**config.mk**
```make
export PLATFORM = sky130hd
export DESIGN_NAME = mem_arbiter
export DESIGN_NICKNAME = d
export VERILOG_FILES = /design/src/source/snow_pkg.sv /design/src/source/mem_arbiter.sv
export SDC_FILE = /design/constraint.sdc
export NUM_CORES = 1
export LEC_CHECK = 0
export BUFFER_PORTS_ARGS = -buffer_cell sky130_fd_sc_hd__buf_2
export CAP_MARGIN = 20
export CORE_AREA = 4 4 101 103
export DETAILED_ROUTE_END_ITERATION = 16
export DIE_AREA = 0 0 105 107
export GPL_ROUTABILITY_DRIVEN = 0
export SYNTH_ARGS = -nofsm -noshare
export SYNTH_HDL_FRONTEND = slang
export SYNTH_SLANG_ARGS = --single-unit
```
**constraint.sdc**
```tcl
create_clock -name CPU_CLK -period 1.9 [get_ports CPU_CLK]
set_clock_uncertainty 0.15 [all_clocks]
set_input_delay 0.095 -clock CPU_CLK [delete_from_list [all_inputs] [get_ports CPU_CLK]]
set_output_delay 0.095 -clock CPU_CLK [all_outputs]
set_load 0.05 [all_outputs]
```
**src/source/snow_pkg.sv**
```systemverilog
/*
 * snowball shared definitions
 * address field widths, tlb entry layout, memory word views, cpu opcodes
 */
package snow_pkg;

  // --------------------------------------------------
  // address fields
  // --------------------------------------------------
  localparam int addr_w     = 32;   // word address
  localparam int data_w     = 32;
  localparam int page_w     = 16;   // virtual and physical page numbers
  localparam int tlb_idx_w  = 8;    // address bits 15..8
  localparam int line_idx_w = 8;    // address bits 7..0, bit 0 picks the word
  localparam int ctag_w     = page_w + tlb_idx_w;   // phys page + tlb index

  // --------------------------------------------------
  // translation entry and the word that carries it
  // --------------------------------------------------
  typedef struct packed {
    logic [page_w-1:0] phys_page;   // upper half
    logic [page_w-1:0] virt_page;   // lower half, checked on lookup
  } tlb_entry_t;

  // one cpu data word, either plain data or a tlb entry
  typedef union packed {
    logic [data_w-1:0] raw;
    tlb_entry_t        entry;
  } mem_word_u;

  // --------------------------------------------------
  // cpu request opcodes
  // --------------------------------------------------
  typedef enum logic [1:0] {
    op_read      = 2'd0,
    op_write     = 2'd1,
    op_tlb_write = 2'd2
  } cpu_op_e;

endpackage

```
**src/source/mem_arbiter.sv**
```systemverilog
/*
 * memory arbiter
 * round-robin between cache controller and dma port onto one memory bus
 */
`timescale 1ns/1ns

module mem_arbiter
  (
   input  logic                        CPU_CLK,
   input  logic                        RST,
   input  logic                        cc_req_valid,
   input  logic                        cc_req_lock,
   input  logic                        cc_req_we,
   input  logic [snow_pkg::addr_w-1:0] cc_req_addr,
   input  logic [snow_pkg::data_w-1:0] cc_req_wdata,
   output logic                        cc_ready,
   input  logic                        dma_req_valid,
   input  logic                        dma_req_we,
   input  logic [snow_pkg::addr_w-1:0] dma_req_addr,
   input  logic [snow_pkg::data_w-1:0] dma_req_wdata,
   output logic                        dma_ready,
   output logic                        mem_valid,
   output logic                        mem_we,
   output logic [snow_pkg::addr_w-1:0] mem_addr,
   output logic [snow_pkg::data_w-1:0] mem_wdata,
   input  logic                        mem_ready,
   input  logic [snow_pkg::data_w-1:0] mem_rdata,
   output logic [snow_pkg::data_w-1:0] rdata_out
  );

  logic grant_cc, last_cc, lock_q, hold_q, held_cc, cc_done;

  // --------------------------------------------------
  // grant: stalled beat, then fill lock, then round robin
  // --------------------------------------------------
  assign grant_cc = hold_q ? held_cc :
                    lock_q ? 1'b1 :
                    (cc_req_valid && dma_req_valid) ? !last_cc : cc_req_valid;

  assign mem_valid = grant_cc ? cc_req_valid : dma_req_valid;
  assign mem_we    = grant_cc ? cc_req_we    : dma_req_we;
  assign mem_addr  = grant_cc ? cc_req_addr  : dma_req_addr;
  assign mem_wdata = grant_cc ? cc_req_wdata : dma_req_wdata;

  assign cc_ready  = grant_cc && cc_req_valid && mem_ready;
  assign dma_ready = !grant_cc && dma_req_valid && mem_ready;
  assign rdata_out = mem_rdata;   // both masters see the read data
  assign cc_done   = cc_ready;

  always_ff @(posedge CPU_CLK)
  begin
    if (!RST)
    begin
      last_cc <= 1'b0;
      lock_q  <= 1'b0;
      hold_q  <= 1'b0;
      held_cc <= 1'b0;
    end
    else
    begin
      hold_q  <= mem_valid && !mem_ready;   // keep owner while beat waits
      held_cc <= grant_cc;
      if (mem_valid && mem_ready)
        last_cc <= grant_cc;
      if (cc_done)
        lock_q <= cc_req_lock && !lock_q;   // set after beat one, clear after two
    end
  end

endmodule

```
Word-level counts from Yosys, hierarchy flattened
Index checks and enable logic that the tools add are counted.
W data, S select, Z words.
- flip-flop bits (word level): 4
- input port bits: 168
- output and inout port bits: 100
- word-level logic and storage cells: 23
- muxes and demuxes: 7
- reduce and logical (&&, ||, !) cells: 12
- operator list (cell ; count):
    $mux W32 ; 2
    $logic_and A1 B1 Y1 ; 8
    $mux W1 ; 5
    $logic_not A1 Y1 ; 4

Logic depth before layout (Yosys ltp)
Gate-level depths: netlist of run 1.
- depth after elaboration: 7
- gate-level depth with buffers: 5
- gate-level depth less buffers: 3

Worst setup path before layout of run 1
No wires, ideal clock.
- kind: reg2out
- from: register hold_q
- to: output port dma_ready
- data arrival time: 1.640 ns
- required time: 1.655 ns
- path slack: 0.015 ns
- cell stages (with the launch flop): 6
- path buffers: 2
- cell sequence: dfxtp_1 -> mux2i_1 -> a21boi_4 -> buf_6 -> buf_12 -> and3_1
- cells in the longest elaborated chain, start to end: 4
- RTL lines (element ; line ; source):
    from (decl) ; mem_arbiter.sv:31 ; logic grant_cc, last_cc, lock_q, hold_q, held_cc, cc_done;
    from (signal assigned) ; mem_arbiter.sv:61 ; hold_q <= mem_valid && !mem_ready;
    $mux W1 ; mem_arbiter.sv:36 ; assign grant_cc = hold_q ? held_cc :
    $logic_not A1 Y1 ; mem_arbiter.sv:46 ; assign dma_ready = !grant_cc && dma_req_valid && mem_ready;
    $logic_and A1 B1 Y1 (2 in series) ; mem_arbiter.sv:46 ;
    to (decl) ; mem_arbiter.sv:21 ; output logic dma_ready,
Every way passes these cells.

Final worst setup path of run 1
- from: register hold_q
- to: output port mem_wdata[4] (netlist bit)
- cells in the longest elaborated chain, start to end: 2
- RTL lines (element ; line ; source):
    $mux W1 ; mem_arbiter.sv:36 ;
    $mux W32 ; mem_arbiter.sv:43 ; assign mem_wdata = grant_cc ? cc_req_wdata : dma_req_wdata;
    to (decl) ; mem_arbiter.sv:25 ; output logic [snow_pkg::data_w-1:0] mem_wdata,
Every way passes these cells.

==> flow_summary.toml, run 1 <==
[clocking]
cts_tree = "built"
clkSinkCount = 4
clock_latency_ns = 0.22
root_buffer = "clkbuf_8"
cts_buffer_depth = 2
clk_pin_slew_worst_paths_ns = 0.03
cts_max_level = 1
cts_inserted_buffers = 3

[worst_setup_path]
cp_data_required_time_ns = 1.65
cp_num_buf_inv = 4
cp_top_family = "buffers and inverters"
worstPathCellList = "mux2i_2 > a21boi_4 > buf_6 > buf_6 > clkbuf_16 > mux2_4 > buf_6"
endpoint_kind = "primary output"
cp_max_fo = 5
arrival_ns = 1.93
crit_path_start = "hold_q"
crit_type = "reg -> out"
crit_top_cell = "buf_6"
ff2ff_setup_slack_ns = 0.27
critPathSlowestCell = "dfxtp_2"
max_stage_delay_ns = 0.33
reg2reg_from = "hold_q"
r2r-end = "hold_q"
cp-start-kind = "flop"
rr_worst_depth = 7
crit_cells = 7

[die]
die_width_um = 105
start_util = 0.151
dieArea_sq_um = 11200
rows = 35
coreArea_sq_um = 9200
pin_count = 268
dieHeight_um = 107

[routing]
final_antenna_net_count = 0
drc = 0
drt_first_pass_iters = 3
drt_wl_total_um = 6700
routedWlPerCell_um = 15.7
vias = 1741
drt_iter0_drc = 35
routed_via_density = 4.09

[sta]
clock.fmax_mhz = 460
setup_violations = 66
setup_ws_ns = -0.273
worstMarginPinSlew_ns = 0.237
fin_crit_sh = 1.14
fin_hold_ws_ns = -0.00530
hold_viol = 1
setup_tns_ns = -12.92
relSlewSlack = 0.841
rsz0062_at_grt = "yes"
slew_viol_final = 0
period_needed_ns = 2.17

[layout]
fin_cells = 426
fin_area_sq_um = 3050
multi_input_area_sq_um = 1040
drive_gt1_frac = 0.937
fillers = 920
seq_area_sq_um = 82.6
nNetsFinal = 485
syn_to_final_growth_pct = 120
diodes = 0

[placed_design]
place_ws_ns = -0.130
io_buffers = 203
dp_hpwl_um = 4640
placement.cell_area_sq_um = 2250
placed_cells = 408

[yosys]
synth_edf_count = 0
postSynthAreaPerCell_sq_um = 10.8
yosys.area.top_type = "mux2_4"
syn_nets = 297
synth_most_common_cell = "mux2_2"
ys_seq_area_frac = 0.0576
synthTopCellsByCount = "mux2_2 (37), buf_4 (35), mux2_4 (28)"
ys_warn_count = 0
synth_area_sq_um = 1390
syn_inst = 129
synth_seq_cells = 4
synthFlopType = "dfxtp_1"
synth_area_leaders = "mux2_4 (30%), mux2_2 (30%), buf_4 (19%)"
synth_cell_type_count = 22
yosysTopAreaCellShare = 0.302
async_reset_ff_frac = 0

[power_and_ir_drop]
power_mw = 1.93
ir_drop_mv = 0.252
p_per_area_nw_per_um2 = 631
p_leak_nw = 1.66

[min_path]
min_path_cells = 3
hold_class = "in -> reg"
min_to = "lock_q"
hold_start = "cc_req_lock"

[outcome]
violations = "hold timing, setup timing"
status = "finished, violations left"

[grt]
grt_pass1_wl_um = 9520
overflow = 0
grt_start_max_net_pins = 21
antenna_found_initial = 0
grt_pass1_vias = 2001
track_usage = 0.104

[run]
maxCapViolations = 0
==> worst reg2reg max path: cells and delay by family (launching register included) <==
kind / cells / cell delay, ns
compound gates: 1 / 0.15
simple gates: 1 / 0.22
mux: 1 / 0.25
buf+inv: 4 / 0.43
flops: 1 / 0.33
==> where the power goes <==
group          internal (mW)  switching [mW]  total (mW)
clock network          0.135          0.0486       0.184
logic                  0.759           0.888        1.65
registers             0.0910         0.00405      0.0950
==> logic make-up after synthesis <==
kind of cell	share of synthesized area
AO/OA/AOI/OAI	0.0414
buffers and inverters	0.243
flip-flops	0.0576
multiplexers	0.609
AND/OR/NAND/NOR	0.0486
==> routing by layer <==
layer,GRT usage,vias to the layer above,wire [um]
met3,0.0482,6,863
li1,-,805,-
met5,0,-,0
met1,0.0877,769,2030
met2,0.223,161,3750
met4,0.0122,0,57
==> repair_timing <==
action	CTS	global route
hold endpoints to repair	1	0
gates resized for setup	167	16
endpoints found under the setup margin	66	67
buffers inserted	12	1
cloned	4	2
hold buffers	1	0
pin swaps	0	1
==> layout by cell type (no fill, tap or decap), drive strengths merged <==
cell         synthesis  routed
inv                  1       1
a31o                 1       1
nand3                1       1
nor2                 2       2
nor3b                1       1
nand2                3       3
mux2i                1       1
mux2                65      65
nor2b                1       1
dfxtp                4       4
nor3                 1       1
o21ai                1       1
and3                 2       2
nand2b               2       2
o32ai                1       1
a21boi               1       1
a22o                 1       1
buf                 39     219
dlygate4sd3          0       1
clkbuf               0       5
o31ai                1       1
==> worst max path at each step <==
| stage | slack (ns) | endpoint |
|---|---|---|
| finish | -0.27 | mem_wdata[4] |
| global route | -0.32 | mem_wdata[3] |
| detailed placement | -0.13 | mem_addr[6] |
| CTS | -0.26 | mem_wdata[4] |
| floorplan | 0.01 | dma_ready |
| global placement | -0.04 | mem_addr[6] |
==> cell type report <==
class | instances | share of cell area
inverters | 1 | 0.00123
multi-input cells | 85 | 0.341
repair buffers | 222 | 0.572
clock buffers | 3 | 0.0135
well taps | 111 | 0.0455
flip-flops and latches | 4 | 0.0270
==> stage by stage <==
step,utilization,hold WS [ns]
2_1_floorplan,-,0.0211
3_3_place_gp,0.245,0.0403
3_5_place_dp,0.245,0.0403
4_1_cts,0.331,0.00224
5_1_grt,0.332,0.0215
6_report,0.332,-0.00530
==> registers in the layout, summed over array words and instances (netlist names) <==
register  count
hold_q        1
held_cc       1
lock_q        1
last_cc       1
No activity file was read; power rests on OpenSTA's default activity.
==> inputs of run 2 (changes only) <==
--- a/config.mk
+++ b/config.mk
@@ -5,12 +5,14 @@
 export SDC_FILE = /design/constraint.sdc
 export NUM_CORES = 1
 export LEC_CHECK = 0
+export ABC_CLOCK_PERIOD_IN_PS = 1900
 export BUFFER_PORTS_ARGS = -buffer_cell sky130_fd_sc_hd__buf_2
 export CAP_MARGIN = 20
 export CORE_AREA = 4 4 101 103
 export DETAILED_ROUTE_END_ITERATION = 16
 export DIE_AREA = 0 0 105 107
 export GPL_ROUTABILITY_DRIVEN = 0
+export GPL_TIMING_DRIVEN = 0
 export SYNTH_ARGS = -nofsm -noshare
 export SYNTH_HDL_FRONTEND = slang
 export SYNTH_SLANG_ARGS = --single-unit
==> run 2 against run 1 <==
- the flow finishes with violations (setup timing)
- routed wire length grew 6.9%
- combinational power grew 21%
- critical path depth shrank 1
- via count grew 14%
- sequential cell count is the same
- worst hold slack gained 0.0095 ns
==> flow_summary.toml, run 2 (synthesized netlist as in run 1, its figures left out) <==
[sta]
setup_ws_ns = -0.226
fin_crit_sh = 1.12
hold_viol = 0
slew_viol_final = 0
clock.fmax_mhz = 470
period_needed_ns = 2.13
setup_violations = 66
rsz0062_at_grt = "yes"
fin_hold_ws_ns = 0.00416
relSlewSlack = 0.828
worstMarginPinSlew_ns = 0.260

[outcome]
status = "finished, violations left"
violations = "setup timing"

[layout]
syn_to_final_growth_pct = 166
diodes = 0
layout_common_cells = "buf_2 (169), mux2_4 (53), buf_8 (36), buf_4 (36), buf_6 (34)"
mostFrequentLayoutCell = "buf_2"
nNetsFinal = 552
drive_gt1_frac = 0.945
fin_area_sq_um = 3700

[worst_setup_path]
r2r-end = "held_cc"
endpoint_kind = "primary output"
cp-start-kind = "flop"
ff2ff_setup_slack_ns = 0.40
cp_max_fo = 7
rr_worst_depth = 5
reg2reg_from = "hold_q"
arrival_ns = 1.88
crit_type = "reg -> out"
cp_data_required_time_ns = 1.65

[clocking]
cts_buffer_depth = 2
clk_pin_slew_worst_paths_ns = 0.03
cts_tree = "built"
root_buffer = "clkbuf_8"
clkSinkCount = 4
clock_latency_ns = 0.22
cts_inserted_buffers = 3
cts_max_level = 1

[routing]
wl_met1_um = 2230
routedWlPerCell_um = 14.5
drt_first_pass_iters = 4
routed_via_density = 4.02
drt_iter0_drc = 38
routed-wl-met3_um = 757
drc = 0
vias = 1981
top_layer = "met4"
final_antenna_net_count = 0
dr_wl_met2_um = 4160
drt_wl_total_um = 7160

[min_path]
min_to = "lock_q"
hold_class = "in -> reg"
hold_start = "cc_req_lock"
min_path_cells = 3

[placed_design]
io_buffers = 235
placement.cell_area_sq_um = 2710
dp_hpwl_um = 5550

[die]
dieArea_sq_um = 11200
die_width_um = 105
coreArea_sq_um = 9200
start_util = 0.151
rows = 35
pin_count = 268
dieHeight_um = 107

[power_and_ir_drop]
p_leak_nw = 2.06
p_per_area_nw_per_um2 = 612
ir_drop_mv = 0.247

[grt]
grt_start_max_net_pins = 11
track_usage = 0.105
overflow = 0
grt_pass1_vias = 2106
antenna_found_initial = 0
grt_pass1_wl_um = 9830

[run]
maxCapViolations = 0
run 2: changes by cell type in the layout (fill, tap and decap cells not counted), moves of 2 or more:
cell and change:
buf_2 +33, buf_4 +28, buf_6 -23, buf_8 +23, mux2_2 -9, mux2_4 +9, buf_12 +3, clkbuf_16 +2
dfxtp_2 -2
run 2: stage by stage:
| step | setup WS (ns) | instances | utilization | power, mW | setup TNS [ns] |
|---|---|---|---|---|---|
| final | -0.226 | 493 | 0.402 | 2.26 | -13.38 |
| after floorplan | 0.0147 | 129 | - | 1.23 | 0 |
| after CTS | -0.261 | 487 | 0.370 | 2.12 | -14.66 |
| after global routing | -0.286 | 493 | 0.402 | 2.35 | -17.18 |
| after global placement | -0.278 | 475 | 0.294 | 1.56 | -13.18 |
| after detailed placement | -0.301 | 475 | 0.294 | 1.57 | -14.98 |
run 2: worst max path at each step:
stage	slack [ns]	start	to	depth (start not counted)
after floorplan	0.01	hold_q	dma_ready	5
after global placement	-0.28	hold_q	mem_wdata[28]	6
after detailed placement	-0.30	hold_q	mem_wdata[28]	6
after CTS	-0.26	hold_q	mem_addr[18]	6
after global routing	-0.29	hold_q	mem_addr[9]	6
final	-0.23	hold_q	mem_wdata[14]	6
run 2: where the power goes:
part / switching, mW / internal, mW
clock network: 0.0446 / 0.135
logic: 1.05 / 0.933
registers: 0.00552 / 0.0901
run 2: timing repair:
item | in CTS | in global routing
gates cloned | 3 | 4
buffers inserted | 5 | 3
endpoints found under the setup margin | 66 | 66
gates resized for setup | 163 | 50
hold endpoints to repair | 1 | 0
hold buffers | 1 | 0
run 2: final cells by class:
class	count	area, sq um
buffer	39	375
clock buffer	3	41.3
fill	877	5500
inverter	1	3.75
multi-input combinational	85	1080
sequential	4	83.8
tap	111	139
timing repair buffer	250	1970
run 2: routing by layer:
layer / GRT usage / up-vias
li1: - / 943
met1: 0.100 / 887
met2: 0.224 / 149
met3: 0.0313 / 2
met4: 0.00843 / 0
met5: 0 / -
run 2: worst max-delay path, cell delays in order, from the launching register on:
cell and delay (ns):
dfxtp_4 0.35, mux2i_4 0.22, a21boi_4 0.28, buf_12 0.19
clkbuf_16 0.16, mux2_4 0.30, buf_8 0.15
==> inputs of run 3 (changes only) <==
--- a/config.mk
+++ b/config.mk
@@ -8,11 +8,14 @@
 export ABC_CLOCK_PERIOD_IN_PS = 1900
 export BUFFER_PORTS_ARGS = -buffer_cell sky130_fd_sc_hd__buf_2
 export CAP_MARGIN = 20
-export CORE_AREA = 4 4 101 103
+export CELL_PAD_IN_SITES_DETAIL_PLACEMENT = 0
+export CELL_PAD_IN_SITES_GLOBAL_PLACEMENT = 1
+export CORE_MARGIN = 4
+export CORE_UTILIZATION = 15
 export DETAILED_ROUTE_END_ITERATION = 16
-export DIE_AREA = 0 0 105 107
 export GPL_ROUTABILITY_DRIVEN = 0
 export GPL_TIMING_DRIVEN = 0
+export PLACE_DENSITY_LB_ADDON = 0.1
 export SYNTH_ARGS = -nofsm -noshare
 export SYNTH_HDL_FRONTEND = slang
 export SYNTH_SLANG_ARGS = --single-unit
==> run 3 against run 2 <==
- the flow still finishes with violations (setup timing)
- clock power about the same
- die area down 3.2%
- routed wire length rose by 9.3%
- final area is 3.7% lower
- first-iteration DRC count down 42%
- critical path type unchanged
- largest power group unchanged
==> flow_summary.toml, run 3 (synthesized netlist as in run 1, its figures left out) <==
[sta]
hold_viol = 0
worstMarginPinSlew_ns = 0.240
rsz0062_at_grt = "yes"
setup_ws_ns = -0.208
period_needed_ns = 2.11
fin_crit_sh = 1.11
relSlewSlack = 0.839
setup_violations = 66
clock.fmax_mhz = 474
fin_hold_ws_ns = 0.0187
slew_viol_final = 0

[worst_setup_path]
cp-start-kind = "flop"
cp_top_family = "multiplexers"
rr_worst_depth = 5
max_stage_delay_ns = 0.35
endpoint_kind = "primary output"
crit_type = "reg -> out"
r2r-end = "held_cc"
crit_top_cell = "buf_8"
worstPathCellList = "mux2i_2 > a21boi_4 > buf_8 > clkbuf_16 > mux2_4 > buf_8"
cp_data_required_time_ns = 1.65
reg2reg_from = "hold_q"
critPathSlowestCell = "dfxtp_4"
ff2ff_setup_slack_ns = 0.44
cp_num_buf_inv = 3
arrival_ns = 1.86
cp_max_fo = 6

[grt]
grt_start_max_net_pins = 11
track_usage = 0.126
busiest_layer = "met2"
grtUsageMet2 = 0.264
grt_pass1_vias = 2174
antenna_found_initial = 0
grt_pass1_wl_um = 11300
grt.met3_usage = 0.0472
overflow = 0
met1_usage = 0.115

[run]
maxCapViolations = 0

[power_and_ir_drop]
combPwrFrac = 0.873
sw_frac_of_total = 0.497
p_leak_nw = 2.01
p_per_area_nw_per_um2 = 615
p_int_mw = 1.10
power.share.clock = 0.084
p_sw_mw = 1.09
seqPwrFrac = 0.043
power_mw = 2.19
ir_drop_mv = 0.260

[routing]
vias = 1935
drc = 0
final_antenna_net_count = 0
drt_wl_total_um = 7820
routed_via_density = 3.97
routedWlPerCell_um = 16.1
drt_iter0_drc = 22
drt_first_pass_iters = 3

[die]
die_width_um = 104
start_util = 0.157
dieHeight_um = 104
rows = 34
coreArea_sq_um = 8850
pin_count = 268
dieArea_sq_um = 10900

[clocking]
cts_max_level = 1
root_buffer = "clkbuf_8"
clkSinkCount = 4
clock_latency_ns = 0.22
clk_pin_slew_worst_paths_ns = 0.03
cts_inserted_buffers = 3
cts_buffer_depth = 2
cts_tree = "built"

[layout]
nNetsFinal = 549
seq_area_sq_um = 83.8
drive_gt1_frac = 0.945
layout_common_cells = "buf_2 (169), mux2_4 (55), buf_4 (39), buf_6 (38), buf_8 (32)"
syn_to_final_growth_pct = 156
fillers = 871
multi_input_area_sq_um = 1080
diodes = 0
mostFrequentLayoutCell = "buf_2"

[placed_design]
dp_hpwl_um = 6660
io_buffers = 235

[outcome]
violations = "setup timing"
status = "finished, violations left"

[min_path]
min_to = "lock_q"
min_path_cells = 3
hold_class = "in -> reg"
hold_start = "cc_req_lock"
==> run 3: cell count changes in the layout (fill, tap and decap cells not counted), moves of 3 or more <==
| cell | before | now |
|---|---|---|
| buf_4 | 36 | 39 |
| buf_6 | 34 | 38 |
| buf_8 | 36 | 32 |
| buf_12 | 7 | 4 |
==> run 3: metal layers <==
layer,vias up,part of all wire
li1,930,-
met1,861,0.30
met2,139,0.58
met3,5,0.12
met4,0,0.0065
met5,-,0
==> run 3: worst max path at each step <==
| stage | endpoint | cells after the start | startpoint |
|---|---|---|---|
| 2_1_floorplan | dma_ready | 5 | hold_q |
| 3_3_place_gp | mem_wdata[13] | 6 | hold_q |
| 3_5_place_dp | mem_wdata[14] | 6 | hold_q |
| 4_1_cts | mem_addr[22] | 6 | hold_q |
| 5_1_grt | mem_addr[13] | 6 | hold_q |
| 6_report | mem_addr[15] | 6 | hold_q |
==> run 3: area by class of cell <==
class / count / share of cell area
Timing Repair Buffer: 247 / 0.519
Tap cell: 108 / 0.0379
Inverter: 1 / 0.00105
Buffer: 39 / 0.103
Sequential cell: 4 / 0.0235
Multi-Input combinational cell: 85 / 0.304
Clock buffer: 3 / 0.0116
==> run 3: worst register-to-register path: cells and delay by family, from the launching register on <==
kind                   cells  cell delay (ns)
multiplexers               1             0.22
AO/OA/AOI/OAI              1             0.27
buffers and inverters      2             0.32
AND/OR/NAND/NOR            1             0.05
flip-flops                 1             0.35
==> run 3: repair_timing <==
action / CTS / global route
setup buffers: 6 / 2
endpoints found under the setup margin: 66 / 66
cloned: 1 / 2
hold buffers: 1 / 0
hold endpoints to repair: 1 / 0
gates resized for setup: 157 / 45
==> run 3: power groups by stage <==
| stage | logic (mW) | registers (mW) | clock network, mW |
|---|---|---|---|
| 2_1_floorplan | 1.14 | 0.0948 | 0 |
| 3_3_place_gp | 1.48 | 0.0959 | 0 |
| 3_5_place_dp | 1.48 | 0.0962 | 0 |
| 4_1_cts | 1.79 | 0.0941 | 0.186 |
| 5_1_grt | 1.99 | 0.0948 | 0.192 |
| 6_report | 1.91 | 0.0941 | 0.183 |
==> run 3: stage by stage <==
stage	utilization	instance area (sq um)	instances	worst slack [ns]	setup TNS, ns
floorplan	-	1390	129	0.0147	0
global placement	0.305	2700	472	-0.298	-14.59
detailed placement	0.305	2700	472	-0.282	-13.02
CTS	0.376	3330	483	-0.226	-12.25
global route	0.402	3560	487	-0.267	-15.92
finish	0.402	3560	487	-0.208	-11.75
